**src/common/cfr_pkg.sv**
```systemverilog
//********************************************************************
// shared types and defaults for the PC-CFR block
// sample, peak and weight-write structs plus the saturation helper
//********************************************************************

`default_nettype none

package cfr_pkg;

  // sample width of I and Q
  parameter int DATA_WIDTH = 16;
  // L1 magnitude needs one bit more than a component
  parameter int MAG_WIDTH = DATA_WIDTH + 1;

  // weight memory defaults, two words per pulse sample
  parameter int CPW_ADDR_WIDTH = 5;
  parameter int CPW_LEN = 2 ** (CPW_ADDR_WIDTH - 1);
  // weights are Q1.14
  parameter int CPW_FRAC = 14;

  // wide enough for any intermediate sum before saturation
  parameter int SAT_WIDTH = 2 * DATA_WIDTH + 2;

  typedef struct packed {
    logic signed [DATA_WIDTH-1:0] i;
    logic signed [DATA_WIDTH-1:0] q;
  } cfr_sample_t;

  typedef struct packed {
    cfr_sample_t value;
    logic        phase;
    logic        valid;
  } cfr_peak_t;

  typedef struct packed {
    logic                      en;
    logic [CPW_ADDR_WIDTH-1:0] addr;
    cfr_sample_t               data;
  } cfr_cpw_wr_t;

  // clamp a sign-extended value to the signed sample range
  function automatic logic signed [DATA_WIDTH-1:0] cfr_sat(
    input logic signed [SAT_WIDTH-1:0] x
  );
    if (&x[SAT_WIDTH-1:DATA_WIDTH-1] || ~|x[SAT_WIDTH-1:DATA_WIDTH-1]) begin
      return x[DATA_WIDTH-1:0];
    end
    return x[SAT_WIDTH-1] ? {1'b1, {(DATA_WIDTH - 1) {1'b0}}}
                          : {1'b0, {(DATA_WIDTH - 1) {1'b1}}};
  endfunction

endpackage

`default_nettype wire

```
**src/design/peak_detect/cfr_peak_detect.sv**
```systemverilog
//********************************************************************
// peak detector: three-sample window on L1 magnitude
// emits the centre sample and its phase when it is a local maximum
//********************************************************************

`timescale 1ns/1ps
`default_nettype none

module cfr_peak_detect
  import cfr_pkg::*;
(
  input  var logic                 clk,
  input  var logic                 rst,
  input  var cfr_sample_t          data_i,
  input  var logic                 data_valid_i,
  input  var logic [MAG_WIDTH-1:0] thresh_i,
  output var cfr_peak_t            peak_o
);

  // |i| + |q|, the most negative value maps to 2^(DATA_WIDTH-1)
  function automatic logic [MAG_WIDTH-1:0] l1_mag(input cfr_sample_t s);
    logic [DATA_WIDTH-1:0] abs_i;
    logic [DATA_WIDTH-1:0] abs_q;
    abs_i = s.i[DATA_WIDTH-1] ? DATA_WIDTH'(-s.i) : s.i;
    abs_q = s.q[DATA_WIDTH-1] ? DATA_WIDTH'(-s.q) : s.q;
    return MAG_WIDTH'(abs_i) + MAG_WIDTH'(abs_q);
  endfunction

  logic [MAG_WIDTH-1:0] mag_in;
  // window: incoming sample (n+1), centre (n) and left neighbour (n-1)
  cfr_sample_t          centre_q;
  logic [MAG_WIDTH-1:0] mag_centre_q;
  logic [MAG_WIDTH-1:0] mag_left_q;
  logic                 centre_vld_q;
  logic                 left_vld_q;
  logic                 is_peak;

  logic                 peak_valid_q;
  logic                 peak_phase_q;
  cfr_sample_t          peak_value_q;

  assign mag_in = l1_mag(data_i);

  assign is_peak = data_valid_i && centre_vld_q && left_vld_q &&
                   (mag_centre_q > thresh_i) &&
                   (mag_centre_q >= mag_left_q) &&
                   (mag_centre_q > mag_in);

  // window only moves on valid samples
  always_ff @(posedge clk) begin
    if (rst) begin
      centre_vld_q <= 1'b0;
      left_vld_q   <= 1'b0;
    end else if (data_valid_i) begin
      centre_vld_q <= 1'b1;
      left_vld_q   <= centre_vld_q;
    end
  end

  always_ff @(posedge clk) begin
    if (data_valid_i) begin
      centre_q     <= data_i;
      mag_centre_q <= mag_in;
      mag_left_q   <= mag_centre_q;
    end
  end

  always_ff @(posedge clk) begin
    if (rst) begin
      peak_valid_q <= 1'b0;
    end else begin
      peak_valid_q <= is_peak;
    end
  end

  // phase set when the right neighbour is the larger one
  always_ff @(posedge clk) begin
    peak_value_q <= centre_q;
    peak_phase_q <= mag_in > mag_left_q;
  end

  assign peak_o = '{value: peak_value_q, phase: peak_phase_q, valid: peak_valid_q};

endmodule

`default_nettype wire

```
**config.mk**
```make
export PLATFORM = sky130hd
export DESIGN_NAME = cfr_peak_detect
export DESIGN_NICKNAME = d
export VERILOG_FILES = /design/src/common/cfr_pkg.sv /design/src/design/peak_detect/cfr_peak_detect.sv
export SDC_FILE = /design/constraint.sdc
export NUM_CORES = 1
export LEC_CHECK = 0
export BUFFER_PORTS_ARGS = -buffer_cell sky130_fd_sc_hd__buf_2
export CORE_MARGIN = 2
export CORE_UTILIZATION = 50
export CTS_BUF_LIST = sky130_fd_sc_hd__clkbuf_4 sky130_fd_sc_hd__clkbuf_8 sky130_fd_sc_hd__clkbuf_16
export DETAILED_ROUTE_END_ITERATION = 10
export GPL_TIMING_DRIVEN = 0
export PLACE_DENSITY_LB_ADDON = 0.25
export SLEW_MARGIN = 20
export SYNTH_ARGS = -nofsm -noshare
export SYNTH_HDL_FRONTEND = slang
export SYNTH_SLANG_ARGS = --single-unit
```
**constraint.sdc**
```tcl
create_clock -name clk -period 4.3 [get_ports clk]
set_input_delay 0.645 -clock clk [delete_from_list [all_inputs] [get_ports clk]]
set_output_delay 0.645 -clock clk [all_outputs]
set_load 0.01 [all_outputs]
```
==> run_results.csv, run 1 <==
group,metric,value,unit
outcome,status,"finished with violations",
outcome,violations,"setup timing",
placed_design,place.detailed.hpwl,9350,um
finish,final_core_util,65.9,%
logic_synthesis,synth_compound_area_share,14.8,%
global_route,grt_usage,20.6,%
logic_synthesis,synth-xor-area-share,6.89,%
routing,ant_nets,0,
logic_synthesis,async_reset_ff_share,0,%
worst_setup_path,path_delay_family,"simple AND/OR/NAND/NOR gates",
global_route,grt_max_degree,36,
logic_synthesis,synth_mux_area_share,0.236,%
routing,drc,0,
worst_setup_path,criticalPathCategory,"in2reg",
routing,wl_per_cell,16.7,um
sta,rsz0062_at_grt,"true",
placed_design,place_ws,-882,ps
power,power.static_leakage,3.33,nW
clock_tree,htreeDepth,3,
worst_setup_path,cp_max_fo,4,
placed_design,gp_congestion,0.840,
global_route,grt_pass1_vias,4391,
sta,slew_headroom,68.1,%
sta,max_freq,0.216,GHz
finish,final_common_cell,"buf_2",
sta,setup_ws,-324,ps
flow_run,drv_cap,0,
worst_setup_path,worstPathRequired,4530,ps
worst_setup_path,critPathSlowestCell,"or3_4",
logic_synthesis,synth_area,0.00583,mm^2
floorplan,die_area,0.0125,mm^2
logic_synthesis,synth.distinct_cells,62,
routing,dr.pass1.iters,5,
worst_setup_path,startpoint_type,"input pin",
logic_synthesis,synth-edff-count,66,
power,power_density,474,mW/mm^2
floorplan,ios,86,
sta,fin_crit_sh,108,%
finish,nets,775,
logic_synthesis,synthCells,519,
global_route,grt_pass1_wl,20700,um
sta,finalCriticalPeriod,4620,ps
finish,area_growth,28.9,%
worst_setup_path,slowest_delay,330,ps
routing,routed-via-count,4427,
routing,wirelength,13200,um
sta,finalHoldViolCount,0,
logic_synthesis,yosysSeqAreaShare,46.3,%
worst_setup_path,endpoint_kind,"flop",
placed_design,io_buffers,85,
sta,tightest_slew,472,ps
worst_setup_path,critPathBufInv,2,
clock_tree,cts_buffers,9,
global_route,grt-busiest-layer,"met2",
floorplan,die_h,112,um
worst_setup_path,cpMostUsedCell,"nand4_1",
clock_tree,path_clk_slew,70,ps
floorplan,rows,39,
worst_setup_path,arrival,4860,ps
clock_tree,cts_sinks,102,
clock_tree,cts_tree,"done",
worst_hold_path,hold_class,"reg2reg",
logic_synthesis,synthSimpleGateAreaFrac,10.4,%
global_route,grt_overflow,0,
logic_synthesis,ys.flop_type,"edfxtp_1",
clock_tree,root_buffer,"clkbuf_16",
logic_synthesis,yosys_warnings,0,
sta,skew,5.68,ps
clock_tree,insertion_delay,350,ps
placed_design,placed_area,0.00653,mm^2
global_route,grt_use_met1,25.2,%
routing,vias_per_cell,5.59,
logic_synthesis,avgSynthCellArea,11.2,um^2
logic_synthesis,synth_fa_ha_area_share,17.1,%
global_route,grtUsageMet2,36.7,%
sta,setup_viol,2,
finish,fin_area,0.00752,mm^2
logic_synthesis,syn_nets,650,
floorplan,coreArea,0.0114,mm^2
routing,drt_iter0_markers,240,
floorplan,fp.dieW,112,um
finish,antenna_cells,0,
logic_synthesis,ys_seq_elements,102,
floorplan,initial_core_util,51.1,%
clock_tree,clk_path_buf_depth,2,
power,p_total,0.00356,W
logic_synthesis,synth_top_family_by_area,"adder cells",
global_route,grt_antenna_before_repair,0,
sta,slew_viol_final,0,
global_route,grtUsageMet3,4.16,%
power,ir_worst_vdd,0.000328,V
finish,final_cell_mix,"77 x buf_2, 68 x ha_1, 66 x edfxtp_1",
finish,layout-drive-gt1-share,34.2,%
[worst paths after layout]
kind	from	to	slack [ps]	cells after the start
worst max register to register	mag_centre_q[0]	peak_valid_q	1760	12
worst min register to register	centre_q[22]	peak_o[24]	340	0
worst min-delay path	centre_q[22]	peak_o[24]	340	0
worst max-delay path	data_i[18]	peak_valid_q	-320	26
[metrics by stage]
stage,instances,hold slack [ps],setup TNS [ps]
global route,792,347,-868
finish,792,341,-454
global placement,747,325,-1600
floorplan,519,323,-71.2
CTS,780,342,-310
detailed placement,748,327,-1700
[report_power, final]
part | internal (W) | switching [W] | total, W
Clock | 0.000461 | 0.000360 | 0.000822
Sequential | 0.00119 | 0.0000824 | 0.00128
Combinational | 0.000681 | 0.000785 | 0.00147
Total | 0.00234 | 0.00123 | 0.00356
[timing repair]
action / in CTS / in global routing
buffers inserted: 16 / 14
pin swaps: 30 / 45
setup endpoints to repair: 2 / 2
cloned: 0 / 0
hold buffers: 0 / 0
gates resized for setup: 56 / 44
[sequential cells by signal, indices dropped and copies added, names as in the netlist]
name and flops:
peak_o 32, peak_valid_q 1, peak_phase_q 1, centre_vld_q 1
mag_centre_q 17, left_vld_q 1, mag_left_q 17, centre_q 32
[final cells by class]
| type | count | area, um^2 |
|---|---|---|
| inverter | 57 | 231 |
| clock inverter | 6 | 66.3 |
| sequential | 102 | 2700 |
| tap | 143 | 179 |
| multi-input combinational | 355 | 3350 |
| timing repair buffer | 114 | 707 |
| clock buffer | 10 | 233 |
| buffer | 5 | 53.8 |
| fill | 865 | 3900 |
[per-layer routing]
layer | vias to the layer above | share of wire (%)
met5 | - | 0
met4 | 0 | 1.5
met3 | 16 | 4.2
met2 | 109 | 52
met1 | 2139 | 42
li1 | 2163 | -
[logic make-up (layout without fill, tap and decap cells)]
family | after synthesis | after routing
multiplexers | 1 | 1
flip-flops | 102 | 102
XOR/XNOR | 45 | 45
buffers and inverters | 62 | 192
adder cells (fa/ha/maj) | 79 | 79
AO/OA/AOI/OAI | 117 | 117
AND/OR/NAND/NOR | 113 | 113
[cells in the mapped netlist (2+ instances only)]
cell type,n,area share (%)
o21ai_1,9,0.77
nand2_1,25,1.6
o22ai_1,2,0.21
a211oi_1,3,0.39
or4_1,5,0.64
xor2_1,7,1.1
nor2_1,18,1.2
o21ai_0,11,0.94
a21oi_1,24,2.1
nand3_1,8,0.69
a21o_1,19,2.4
dfxtp_1,36,12
o31ai_1,9,1.2
nor4b_1,3,0.45
clkbuf_1,2,0.13
xnor2_1,37,5.6
or3_1,4,0.43
o21bai_1,2,0.26
nand2b_1,8,0.86
or2_2,2,0.21
nor2b_1,6,0.64
nor3_1,8,0.69
nand4_1,12,1.3
nor3_2,2,0.34
buf_4,2,0.26
o211ai_1,4,0.51
ha_1,78,17
nand3b_1,3,0.39
inv_1,56,3.6
o21a_1,7,0.90
a21oi_2,3,0.45
o2111ai_1,4,0.60
o41ai_1,3,0.45
a31oi_1,2,0.21
and3_1,3,0.32
edfxtp_1,66,34
Power figures use the tool's default switching activity.
==> inputs of run 2 (changes only) <==
ABC_AREA = 1   (was unset)
SETUP_SLACK_MARGIN = 0.4   (was unset)
==> run_results.csv, run 2 <==
group,metric,value,unit
outcome,status,"completed",
logic_synthesis,synth_area,0.00621,mm^2
global_route,grt_pass1_wl,22500,um
finish,final_cells,978,
sta,setup_viol,0,
floorplan,coreArea,0.0121,mm^2
logic_synthesis,syn_nets,815,
sta,tightest_slew,511,ps
logic_synthesis,async_reset_ff_share,0,%
routing,ant_nets,0,
clock_tree,root_buffer,"clkbuf_16",
logic_synthesis,yosysTopAreaCellShare,31.9,%
logic_synthesis,avgSynthCellArea,9.07,um^2
power,p_total,0.00334,W
logic_synthesis,ys_seq_elements,102,
worst_setup_path,criticalPathCategory,"in2reg",
clock_tree,cts_tree,"done",
routing,drc,0,
global_route,grt_overflow,0,
global_route,grt_max_degree,42,
logic_synthesis,yosys_warnings,0,
worst_setup_path,arrival,4310,ps
logic_synthesis,synthMostInstantiatedCell,"inv_1",
power,ir_worst_vdd,0.000220,V
worst_setup_path,startpoint_type,"input pin",
power,power_density,435,mW/mm^2
logic_synthesis,synth.distinct_cells,41,
worst_hold_path,hold_class,"reg2reg",
floorplan,die_h,115,um
worst_setup_path,worstPathRequired,4580,ps
routing,wl_per_cell,14.8,um
flow_run,drv_cap,0,
finish,antenna_cells,0,
global_route,grt_antenna_before_repair,0,
floorplan,die_area,0.0133,mm^2
clock_tree,cts_sinks,102,
clock_tree,path_clk_slew,70,ps
finish,layout-drive-gt1-share,27.5,%
sta,rsz0062_at_grt,"true",
global_route,grt_usage,21.6,%
routing,vias_per_cell,5.21,
worst_setup_path,cp_max_fo,4,
clock_tree,htreeDepth,3,
finish,nets,936,
routing,drt_iter0_markers,341,
logic_synthesis,synth-edff-count,66,
logic_synthesis,yosys.area.top_type,"edfxtp_1",
sta,skew,5.76,ps
sta,slew_viol_final,0,
floorplan,rows,40,
finish,final_cell_mix,"112 x nand2_1, 112 x inv_1, 80 x buf_2",
sta,finalCriticalPeriod,4030,ps
sta,max_freq,0.248,GHz
logic_synthesis,ys_top_cells_by_count,"120 x inv_1, 117 x nand2_1, 78 x ha_1, 66 x edfxtp_1, 42 x nor2_1",
placed_design,gp_congestion,0.905,
finish,area_growth,23.7,%
global_route,grt_pass1_vias,4844,
floorplan,initial_core_util,51.5,%
routing,routed-via-count,5099,
sta,finalHoldViolCount,0,
routing,wirelength,14500,um
clock_tree,clk_path_buf_depth,2,
logic_synthesis,ys.flop_type,"edfxtp_1",
logic_synthesis,synthCells,684,
logic_synthesis,netlist_top_cells_area,"edfxtp_1 32%, ha_1 16%, dfxtp_1 12%",
placed_design,io_buffers,85,
worst_setup_path,endpoint_kind,"flop",
routing,dr.pass1.iters,7,
floorplan,ios,86,
clock_tree,cts_buffers,9,
sta,fin_crit_sh,93.7,%
placed_design,placedCellCount,938,
placed_design,place.detailed.hpwl,10400,um
power,power.static_leakage,3.70,nW
clock_tree,insertion_delay,350,ps
sta,slew_headroom,65.6,%
logic_synthesis,yosysSeqAreaShare,43.5,%
floorplan,fp.dieW,115,um
-- run 2: changes by cell type after synthesis, moves of 9 or more --
cell	previous run	this run
nor3_1	8	20
inv_1	56	120
o21ai_1	9	0
nand2_1	25	117
nand3_1	8	38
xor2_1	7	27
a21o_1	19	1
nor2_1	18	42
nand2_2	0	13
xnor2_1	37	9
-- run 2: worst max-delay path, cell delays in order --
cell	delay, ps
buf_8	110
nor3_4	190
inv_1	100
nor3_4	160
nand3_2	150
nor3_4	260
nor2_1	80
xor2_1	160
ha_1	370
nand2_2	130
inv_1	90
nand2_1	110
nand2_2	80
a21oi_2	190
buf_4	140
buf_4	90
buf_4	90
buf_4	90
buf_4	90
buf_4	100
nand3_2	110
nand3_2	130
nand3_2	120
nor2_4	160
nand3_1	80
nor2_1	120
nor2_2	60
nor2_2	120
-- run 2: repair_timing --
action,in CTS,in global routing
pin swaps,26,32
endpoints found under the hold margin,0,0
resized for setup,23,59
hold buffers,0,0
endpoints found under the setup margin,2,2
buffers inserted,14,10
cloned,0,0
-- run 2: per-stage QoR --
step	setup WS [ps]	utilization [%]	hold slack (ps)	TNS [ps]	area, um^2
after CTS	210	61.0	339	0	7360
after global routing	48.0	63.7	347	0	7680
after global placement	-355	56.8	324	-669	6850
final	269	63.7	339	0	7680
after floorplan	435	-	323	0	6210
after detailed placement	-392	57.0	327	-706	6870
-- run 2: final timing paths --
kind                    start            to  slack [ps]  cells after the start
max                 data_i[1]  peak_valid_q         270                     28
min              centre_q[23]    peak_o[25]         340                      0
min reg2reg      centre_q[23]    peak_o[25]         340                      0
max reg2reg  mag_centre_q[16]  peak_valid_q        1950                      9
-- run 2: power breakdown --
group	switching, W	internal [W]	leakage (nW)
clock network	0.000367	0.000413	0.139
registers	0.0000788	0.00119	0.948
logic	0.000775	0.000514	2.61
total	0.00122	0.00212	3.70
-- run 2: cells by family (layout without fill, tap and decap cells) --
family | after synthesis | after routing | share of synthesized area, %
flip-flops | 102 | 102 | 43.5
buffers and inverters | 126 | 252 | 7.74
AND/OR/NAND/NOR | 276 | 276 | 21.3
AO/OA/AOI/OAI | 65 | 65 | 6.33
adder cells (fa/ha/maj) | 79 | 79 | 16.0
XOR/XNOR | 36 | 36 | 5.08
-- run 2: per-layer routing --
layer,vias to the layer above,track usage (%),part of all wire [%]
met4,0,8.59,2.0
met3,24,3.09,4.1
met1,2417,27.5,43
li1,2529,-,-
met2,129,37.2,51
met5,-,0,0
-- run 2: layout make-up --
| cell class | instances | area [um^2] |
|---|---|---|
| fill | 949 | 4380 |
| sequential | 102 | 2700 |
| clock buffer | 11 | 240 |
| timing repair buffer | 110 | 653 |
| buffer | 4 | 23.8 |
| multi-input combinational | 456 | 3340 |
| inverter | 122 | 465 |
| tap | 168 | 210 |
| clock inverter | 5 | 45.0 |
