--- src/common/cfr_pkg.sv ---
//********************************************************************
// shared types and defaults for the PC-CFR block
// sample, peak and weight-write structs plus the saturation helper
//********************************************************************

`default_nettype none

package cfr_pkg;

  // sample width of I and Q
  parameter int DATA_WIDTH = 16;
  // L1 magnitude needs one bit more than a component
  parameter int MAG_WIDTH = DATA_WIDTH + 1;

  // weight memory defaults, two words per pulse sample
  parameter int CPW_ADDR_WIDTH = 5;
  parameter int CPW_LEN = 2 ** (CPW_ADDR_WIDTH - 1);
  // weights are Q1.14
  parameter int CPW_FRAC = 14;

  // wide enough for any intermediate sum before saturation
  parameter int SAT_WIDTH = 2 * DATA_WIDTH + 2;

  typedef struct packed {
    logic signed [DATA_WIDTH-1:0] i;
    logic signed [DATA_WIDTH-1:0] q;
  } cfr_sample_t;

  typedef struct packed {
    cfr_sample_t value;
    logic        phase;
    logic        valid;
  } cfr_peak_t;

  typedef struct packed {
    logic                      en;
    logic [CPW_ADDR_WIDTH-1:0] addr;
    cfr_sample_t               data;
  } cfr_cpw_wr_t;

  // clamp a sign-extended value to the signed sample range
  function automatic logic signed [DATA_WIDTH-1:0] cfr_sat(
    input logic signed [SAT_WIDTH-1:0] x
  );
    if (&x[SAT_WIDTH-1:DATA_WIDTH-1] || ~|x[SAT_WIDTH-1:DATA_WIDTH-1]) begin
      return x[DATA_WIDTH-1:0];
    end
    return x[SAT_WIDTH-1] ? {1'b1, {(DATA_WIDTH - 1) {1'b0}}}
                          : {1'b0, {(DATA_WIDTH - 1) {1'b1}}};
  endfunction

endpackage

`default_nettype wire

--- src/design/cfr_delay_line.sv ---
//********************************************************************
// fixed-depth register delay for any payload type
//********************************************************************

`timescale 1ns/1ps
`default_nettype none

module cfr_delay_line #(
  parameter type payload_t = logic,
  parameter int  DEPTH     = 2
) (
  input  var logic     clk,
  input  var logic     rst,
  input  var payload_t din_i,
  output var payload_t dout_o
);

  payload_t pipe_q [DEPTH];

  always_ff @(posedge clk) begin
    if (rst) begin
      for (int k = 0; k < DEPTH; k++) begin
        pipe_q[k] <= '0;
      end
    end else begin
      pipe_q[0] <= din_i;
      for (int k = 1; k < DEPTH; k++) begin
        pipe_q[k] <= pipe_q[k-1];
      end
    end
  end

  assign dout_o = pipe_q[DEPTH-1];

endmodule

`default_nettype wire

--- src/design/cpg/cfr_cpw_ram.sv ---
//********************************************************************
// pulse weight memory, one write port and one read port
// read latency 2, output forced to zero when nothing was read
//********************************************************************

`timescale 1ns/1ps
`default_nettype none

module cfr_cpw_ram
  import cfr_pkg::*;
#(
  parameter int CPW_ADDR_WIDTH = cfr_pkg::CPW_ADDR_WIDTH
) (
  input  var logic                      clk,
  input  var cfr_cpw_wr_t               wr_i,
  input  var logic                      rd_en_i,
  input  var logic [CPW_ADDR_WIDTH-1:0] rd_addr_i,
  output var cfr_sample_t               rd_data_o
);

  localparam int DEPTH = 2 ** CPW_ADDR_WIDTH;

  cfr_sample_t               mem [DEPTH];
  logic [CPW_ADDR_WIDTH-1:0] wr_addr;
  cfr_sample_t               rd_word_q;
  logic                      rd_en_q;

  assign wr_addr = CPW_ADDR_WIDTH'(wr_i.addr);

  always_ff @(posedge clk) begin
    if (wr_i.en) begin
      mem[wr_addr] <= wr_i.data;
    end
  end

  // array read stage
  always_ff @(posedge clk) begin
    rd_en_q <= rd_en_i;
    if (rd_en_i) begin
      rd_word_q <= mem[rd_addr_i];
    end
  end

  // output register, idle stages feed zero to the multiplier
  always_ff @(posedge clk) begin
    rd_data_o <= rd_en_q ? rd_word_q : '0;
  end

endmodule

`default_nettype wire

--- src/design/cpg/cfr_cmult.sv ---
//********************************************************************
// two-stage complex multiplier
// partial products, then sum, arithmetic shift and saturation
//********************************************************************

`timescale 1ns/1ps
`default_nettype none

module cfr_cmult
  import cfr_pkg::*;
#(
  parameter int CPW_FRAC = cfr_pkg::CPW_FRAC
) (
  input  var logic        clk,
  input  var logic        rst,
  input  var cfr_sample_t a_i,
  input  var cfr_sample_t b_i,
  output var cfr_sample_t p_o
);

  localparam int PROD_WIDTH = 2 * DATA_WIDTH;

  logic signed [PROD_WIDTH-1:0] pp_rr_q;
  logic signed [PROD_WIDTH-1:0] pp_ii_q;
  logic signed [PROD_WIDTH-1:0] pp_ri_q;
  logic signed [PROD_WIDTH-1:0] pp_ir_q;
  // one guard bit for the add/sub
  logic signed [PROD_WIDTH:0]   re_sum;
  logic signed [PROD_WIDTH:0]   im_sum;

  //******************************************************************
  // stage 1: partial products
  //******************************************************************
  always_ff @(posedge clk) begin
    if (rst) begin
      pp_rr_q <= '0;
      pp_ii_q <= '0;
      pp_ri_q <= '0;
      pp_ir_q <= '0;
    end else begin
      pp_rr_q <= a_i.i * b_i.i;
      pp_ii_q <= a_i.q * b_i.q;
      pp_ri_q <= a_i.i * b_i.q;
      pp_ir_q <= a_i.q * b_i.i;
    end
  end

  //******************************************************************
  // stage 2: combine, scale back to sample range
  //******************************************************************
  assign re_sum = pp_rr_q - pp_ii_q;
  assign im_sum = pp_ri_q + pp_ir_q;

  always_ff @(posedge clk) begin
    if (rst) begin
      p_o <= '0;
    end else begin
      p_o.i <= cfr_sat(SAT_WIDTH'(re_sum >>> CPW_FRAC));
      p_o.q <= cfr_sat(SAT_WIDTH'(im_sum >>> CPW_FRAC));
    end
  end

endmodule

`default_nettype wire

--- src/design/cpg/cfr_cpg.sv ---
//********************************************************************
// canceling pulse generator, one stage of the cascade
// accepts a peak when idle, forwards it when busy, and adds the
// scaled pulse onto the passing data with saturation
//********************************************************************

`timescale 1ns/1ps
`default_nettype none

module cfr_cpg
  import cfr_pkg::*;
#(
  parameter int CPW_ADDR_WIDTH = cfr_pkg::CPW_ADDR_WIDTH,
  parameter int CPW_FRAC       = cfr_pkg::CPW_FRAC
) (
  input  var logic        clk,
  input  var logic        rst,
  input  var cfr_sample_t data_i,
  output var cfr_sample_t data_o,
  input  var cfr_peak_t   peak_i,
  output var cfr_peak_t   peak_o,
  input  var cfr_cpw_wr_t cpw_wr_i
);

  logic                      accept;
  logic                      forward;
  logic                      busy_q;
  // pulse sample index, one bit narrower than the memory address
  logic [CPW_ADDR_WIDTH-2:0] addr_q;
  logic                      phase_q;
  cfr_sample_t               held_q;
  cfr_sample_t               held_dly;

  logic                      rd_en;
  logic [CPW_ADDR_WIDTH-1:0] rd_addr;
  cfr_sample_t               weight;
  cfr_sample_t               delta;

  logic                      fwd_valid_q;
  logic                      fwd_phase_q;
  cfr_sample_t               fwd_value_q;

  logic signed [DATA_WIDTH:0] sum_i;
  logic signed [DATA_WIDTH:0] sum_q;

  assign accept  = peak_i.valid && !busy_q;
  assign forward = peak_i.valid && busy_q;

  //******************************************************************
  // accept logic and weight address sequence
  //******************************************************************
  always_ff @(posedge clk) begin
    if (rst) begin
      busy_q  <= 1'b0;
      addr_q  <= '0;
      phase_q <= 1'b0;
      held_q  <= '0;
    end else if (accept) begin
      busy_q  <= 1'b1;
      addr_q  <= '0;
      phase_q <= peak_i.phase;
      held_q  <= peak_i.value;
    end else if (busy_q) begin
      // counter wraps back to zero after the last word
      addr_q <= addr_q + 1'b1;
      if (&addr_q) begin
        busy_q <= 1'b0;
        held_q <= '0;
      end
    end
  end

  // even words for phase 1, odd words for phase 0
  assign rd_en   = busy_q;
  assign rd_addr = {addr_q, ~phase_q};

  //******************************************************************
  // forward path for peaks arriving while busy
  //******************************************************************
  always_ff @(posedge clk) begin
    if (rst) begin
      fwd_valid_q <= 1'b0;
    end else begin
      fwd_valid_q <= forward;
    end
  end

  always_ff @(posedge clk) begin
    fwd_value_q <= forward ? peak_i.value : '0;
    fwd_phase_q <= forward ? peak_i.phase : 1'b0;
  end

  assign peak_o = '{value: fwd_value_q, phase: fwd_phase_q, valid: fwd_valid_q};

  cfr_cpw_ram #(
    .CPW_ADDR_WIDTH(CPW_ADDR_WIDTH)
  ) u_cfr_cpw_ram (
    .clk      (clk),
    .wr_i     (cpw_wr_i),
    .rd_en_i  (rd_en),
    .rd_addr_i(rd_addr),
    .rd_data_o(weight)
  );

  // match the two cycles of memory read latency
  cfr_delay_line #(
    .payload_t(cfr_sample_t),
    .DEPTH    (2)
  ) u_held_dly (
    .clk   (clk),
    .rst   (rst),
    .din_i (held_q),
    .dout_o(held_dly)
  );

  cfr_cmult #(
    .CPW_FRAC(CPW_FRAC)
  ) u_cfr_cmult (
    .clk(clk),
    .rst(rst),
    .a_i(held_dly),
    .b_i(weight),
    .p_o(delta)
  );

  // delta is zero outside a pulse, so this is a plain one-cycle delay then
  assign sum_i = data_i.i + delta.i;
  assign sum_q = data_i.q + delta.q;

  always_ff @(posedge clk) begin
    data_o.i <= cfr_sat(SAT_WIDTH'(sum_i));
    data_o.q <= cfr_sat(SAT_WIDTH'(sum_q));
  end

endmodule

`default_nettype wire

--- config.mk ---
export PLATFORM = sky130hd
export DESIGN_NAME = cfr_cpg
export DESIGN_NICKNAME = d
export VERILOG_FILES = /design/src/common/cfr_pkg.sv /design/src/design/cfr_delay_line.sv /design/src/design/cpg/cfr_cpw_ram.sv /design/src/design/cpg/cfr_cmult.sv /design/src/design/cpg/cfr_cpg.sv
export SDC_FILE = /design/constraint.sdc
export NUM_CORES = 2
export LEC_CHECK = 0
export BUFFER_PORTS_ARGS = -buffer_cell sky130_fd_sc_hd__buf_4
export CELL_PAD_IN_SITES_DETAIL_PLACEMENT = 1
export CELL_PAD_IN_SITES_GLOBAL_PLACEMENT = 1
export CORE_ASPECT_RATIO = 0.8
export CORE_UTILIZATION = 58
export DETAILED_ROUTE_END_ITERATION = 7
export GPL_TIMING_DRIVEN = 0
export PLACE_DENSITY = 0.91
export SYNTH_ARGS = -nofsm -noshare
export SYNTH_HDL_FRONTEND = slang
export SYNTH_SLANG_ARGS = --single-unit
--- constraint.sdc ---
create_clock -name clk -period 15.4 [get_ports clk]
set_input_delay 1.54 -clock clk [delete_from_list [all_inputs] [get_ports clk]]
set_output_delay 1.54 -clock clk [all_outputs]
set_load 0.01 [all_outputs]
==> results.yml, run 1 <==
clock_network:
  ctsHoldBuffers: 0
  clockRootBuffer: "clkbuf_16"
  cts_sinks: 1417
  post_cts.repair.setup_buffers: 0
  ctsHtreeMaxLevel: 4
  post_cts_resized: 0
  ctsLongestPathBuffers: 3
  cts_buffers: 139
yosys:
  synth-edff-count: 1056
  synth_async_sr_flop_share_pct: 0
  syn_inst: 7240
  synth_flop_cell: "edfxtp_1"
  yosysSeqAreaShare_pct: 42.0
  yosys.cell_types.count: 81
  mappedNetlistNets: 8819
  ys_seq_elements: 1417
  syn_area_per_cell_sq_um: 12.8
  synthesis.area_sq_mm: 0.0927
  yosysWarnings: 0
placed_design:
  numPortBuffers: 171
  gp_congestion: 1.03
  dp_hpwl_um: 274000
  placed_area_sq_mm: 0.0976
  pre_cts_slack_ps: 6330
floorplan:
  dieWidth_um: 449
  ios: 172
  die_h_um: 360
  initial_core_util_pct: 58.8
  rows: 130
status:
  error_line: "[ERROR GRT-0116] Global routing finished with congestion. Check the congestion regions in the DRC Viewer."
  outcome: "did not finish"
  stop_stage: "global routing"
grt:
  grt_pass1_vias: 81200
  grt_max_degree: 36
  grt_first_pass_wirelength_um: 681000
  grt_remaining_overflow: 120
  grt_usage_pct: 62.0
-- cell families after synthesis --
kind of cell,after synthesis,synth area share [%]
AOI/OAI and AO/OA,594,4.35
xor gates and xnor gates,189,1.79
DFF,1417,42.0
and+or+nand+nor,1638,8.86
adders and majority gates,1477,28.4
buffers and inverters,1569,6.38
muxes,356,8.21
-- through the flow --
| stage | utilization [%] | std cells |
|---|---|---|
| CTS | 64.8 | 9809 |
| global placement | 61.3 | 9523 |
| detailed placement | 61.8 | 9556 |
| floorplan | - | 7240 |
-- synth_stat cells (5+ instances only) --
library cell / n / share of area, %
nand3_1: 24 / 0.13
xnor2_1: 118 / 1.1
xor2_1: 71 / 0.67
mux2_2: 34 / 0.41
a211oi_1: 20 / 0.16
o211ai_1: 13 / 0.11
buf_1: 45 / 0.18
inv_1: 1237 / 5.0
or2_2: 8 / 0.054
nor2b_1: 94 / 0.63
o31ai_1: 9 / 0.073
nor3b_1: 5 / 0.040
ha_1: 423 / 5.7
or3_1: 8 / 0.054
nand2_1: 550 / 2.2
and2_1: 524 / 3.5
a21o_1: 96 / 0.78
mux4_2: 320 / 7.8
a21boi_0: 7 / 0.057
o21a_1: 44 / 0.36
a32o_1: 32 / 0.35
fa_1: 1050 / 23
dfxtp_1: 361 / 7.8
a31oi_1: 18 / 0.12
edfxtp_1: 1056 / 34
a21oi_1: 156 / 0.84
o21ai_0: 114 / 0.62
and3_1: 53 / 0.36
nor2_1: 255 / 1.0
nor3_1: 35 / 0.19
a2111oi_0: 5 / 0.047
o21bai_1: 18 / 0.15
clkbuf_1: 278 / 1.1
nand4_1: 16 / 0.11
nand2b_1: 41 / 0.28
nand3b_1: 11 / 0.089
o2111ai_1: 5 / 0.047
a211o_1: 7 / 0.066
-- metal layers --
layer | overflow | global-route usage, %
met1 | 0 | 67.0
met2 | 57 | 77.5
met3 | 4 | 47.8
met4 | 59 | 47.8
met5 | 0 | 27.1
==> inputs of run 2 (changes only) <==
CELL_PAD_IN_SITES_DETAIL_PLACEMENT = default   (was 1)
CELL_PAD_IN_SITES_GLOBAL_PLACEMENT = default   (was 1)
CORE_ASPECT_RATIO = default   (was 0.8)
CORE_UTILIZATION = 40   (was 58)
PLACE_DENSITY = default   (was 0.91)
PLACE_DENSITY_LB_ADDON = 0.15   (was default)
==> run 2 against run 1 <==
Synthesized cell count did not move. The flow now finishes without violations. Area after synthesis did not move.
==> results.yml, run 2 <==
drt:
  drc: 0
  drt-pass1-iter-count: 5
  wl_per_cell_um: 26.5
  antenna_left: 0
  vias_per_cell: 5.31
  route.final.wire_length_um: 287000
  vias: 57400
  first_iter_violations: 4833
yosys:
  yosysWarnings: 0
  synth_area_leader_cell: "edfxtp_1"
  yosysSeqAreaShare_pct: 42.0
  syn_area_per_cell_sq_um: 12.8
  synth_flop_cell: "edfxtp_1"
  synthesis.area_sq_mm: 0.0927
  ys_seq_elements: 1417
  mappedNetlistNets: 8819
  synth_async_sr_flop_share_pct: 0
  synth_top_area_share_pct: 34.2
  yosys.cell_types.count: 81
  synth_common_cells: "1237 x inv_1, 1056 x edfxtp_1, 1050 x fa_1, 550 x nand2_1, 524 x and2_1"
  synth-edff-count: 1056
  synth_top_cells_by_area: "edfxtp_1 34%, fa_1 23%, dfxtp_1 7.8%"
  syn_inst: 7240
  synth.most_common_cell: "inv_1"
grt:
  grt.busiest_layer: "met2"
  grt_max_degree: 36
  use_met1_pct: 31.8
  grt_usage_pct: 24.9
  grt_pass1_vias: 61200
  grt_first_pass_wirelength_um: 417000
  grt_remaining_overflow: 0
  grt_antenna_before_repair: 28
  use_met2_pct: 41.8
  met3_usage_pct: 3.79
layout:
  seq_area_sq_mm: 0.0389
  fillers: 21000
  largestRegisters: "u_cfr_cpw_ram.mem: 1024 flops, u_held_dly.pipe_q: 64 flops"
  nets: 9201
  final_cell_mix: "1237 x inv_1, 1056 x edfxtp_1, 1050 x fa_1, 550 x nand2_1, 524 x and2_1"
  regMostFlops: "u_cfr_cpw_ram.mem"
  drive_gt1_share_pct: 11.2
  design_area_sq_mm: 0.105
  layout-area-overhead-vs-synth_pct: 12.7
  final_util_pct: 45.4
  largest_reg_flops: 1024
  final_common_cell: "inv_1"
  multiInputGateArea_sq_mm: 0.0481
sta:
  final-max-slew-violation-count: 0
  setup_viol: 0
  fin_skew_ps: 83.1
  clock.fmax_mhz: 116
  holdWs_ps: 401
  post-route-period-util_pct: 55.8
  hold_viol: 0
  tightest_slew_ps: 1460
  final.setup.tns_ps: 0
  finalCriticalPeriod_ps: 8600
  timing.slew.headroom_pct: 2.54
  rsz0062_at_grt: "false"
power:
  p_leak_nw: 43.4
  power.total_mw: 9.45
  combPwrFrac_pct: 15.7
  vdd.ir_drop.worst_mv: 0.103
  switching_share_pct: 27.7
  internal_power_mw: 6.83
  switching_power_mw: 2.62
  seqPwrFrac_pct: 45.9
  pwr-share-clk_pct: 38.4
  powerDensity_mw_per_mm2: 90.4
placed_design:
  gp_congestion: 0.958
  numPortBuffers: 171
  placed_area_sq_mm: 0.0994
  dp_hpwl_um: 223000
clock_network:
  cts_sinks: 1417
  worstSkewPairLatency_ps: 870
  cts.clk_slew.worst_paths_ps: 60
  cts_tree: "done"
  clockRootBuffer: "clkbuf_16"
  ctsHoldBuffers: 0
  ctsHtreeMaxLevel: 4
  ctsLongestPathBuffers: 3
  post_cts.repair.setup_buffers: 0
  post_cts_resized: 0
  cts_buffers: 152
worst_setup_path:
  worstPathRequired_ps: 16030
  cp_slowest_cell: "clkbuf_1"
  start_kind: "flip-flop"
  crit_path_frequent_cell: "fa_1"
  critPathCaptureType: "flip-flop"
  worstSetupPathType: "reg2reg"
  arrival_ps: 9230
  critical-path-top-delay-family: "adder cells"
  path_max_fanout: 10
  critPathMaxStageDelay_ps: 1130
  path_buf_inv: 6
  path_cells: "clkbuf_1 -> nand2_1 -> fa_1 -> inv_1 -> fa_1 -> inv_1 -> fa_1 -> inv_1 -> fa_1 -> fa_1 -> inv_1 -> fa_1 -> inv_1 -> ha_1 -> a21o_1 -> a21o_1 -> a21oi_1 -> o221a_2 -> o21ai_0 -> a41o_1 -> o41ai_1 -> o21ai_0 -> xnor2_1 -> nor2_1"
floorplan:
  dieWidth_um: 483
  core_sq_mm: 0.230
  ios: 172
  die_h_um: 483
  die_area_sq_mm: 0.234
  rows: 176
  initial_core_util_pct: 40.3
job:
  cap_violations: 0
status:
  outcome: "complete, no violations"
hold_path:
  hold_path_class: "reg2reg"
==> run 2: worst register-to-register path: cells and delay by family (launching register included) <==
kind,cells,cell delay [ps]
buf+inv,6,1420
xor+xnor,1,510
compound gates,8,1940
flops,1,770
simple gates,2,370
fa+ha+maj,7,3430
==> run 2: logic make-up after synthesis <==
family / count (synthesis) / share of synthesized area [%]
XOR/XNOR: 189 / 1.79
buffers and inverters: 1569 / 6.38
adder cells (fa/ha/maj): 1477 / 28.4
multiplexers: 356 / 8.21
AO/OA/AOI/OAI: 594 / 4.35
AND/OR/NAND/NOR: 1638 / 8.86
flip-flops: 1417 / 42.0
==> run 2: path summary, 6_finish.rpt <==
path                                                              end  cells after the start                                  start  slack [ps]
worst max-delay path               u_cfr_cmult.pp_ii_q[28]$_SDFF_PP0_                     24  u_cfr_cpw_ram.rd_data_o[7]$_SDFF_PN0_        6800
worst min-delay path            u_cfr_cpw_ram.rd_data_o[4]$_SDFF_PN0_                      1   u_cfr_cpw_ram.rd_word_q[4]$_DFFE_PP_         400
worst max register to register     u_cfr_cmult.pp_ii_q[28]$_SDFF_PP0_                     24  u_cfr_cpw_ram.rd_data_o[7]$_SDFF_PN0_        6800
worst min register to register  u_cfr_cpw_ram.rd_data_o[4]$_SDFF_PN0_                      1   u_cfr_cpw_ram.rd_word_q[4]$_DFFE_PP_         400
==> run 2: per-stage QoR <==
step / setup WS [ps] / instances
floorplan: 9050 / 7240
global placement: 7010 / 10400
detailed placement: 7050 / 10500
CTS: 7060 / 10800
global route: 6580 / 10800
finish: 6800 / 10800
==> run 2: final cells by class <==
cell class	instances	area share, %
Sequential cell	1417	37.3
Buffer	331	1.23
Clock buffer	197	3.87
Tap cell	3026	3.62
Timing Repair Buffer	228	2.57
Inverter	1238	4.45
Antenna cell	33	0.0790
Multi-Input combinational cell	4254	46.0
Clock inverter	85	0.900
==> run 2: power groups by stage <==
| stage | clock [mW] | sequential (mW) | combinational [mW] |
|---|---|---|---|
| 2_1_floorplan | 0 | 4.40 | 0.892 |
| 3_3_place_gp | 0 | 4.41 | 1.46 |
| 3_5_place_dp | 0 | 4.42 | 1.48 |
| 4_1_cts | 3.71 | 4.34 | 1.49 |
| 5_1_grt | 3.85 | 4.35 | 1.62 |
| 6_report | 3.63 | 4.34 | 1.48 |
==> run 2: metal layers <==
metal / vias to the layer above / part of all wire, %
li1: 24800 / -
met1: 30200 / 40
met2: 1931 / 49
met3: 469 / 6.2
met4: 14 / 5.1
met5: - / 0.032
(Power assumes the default switching activity.)
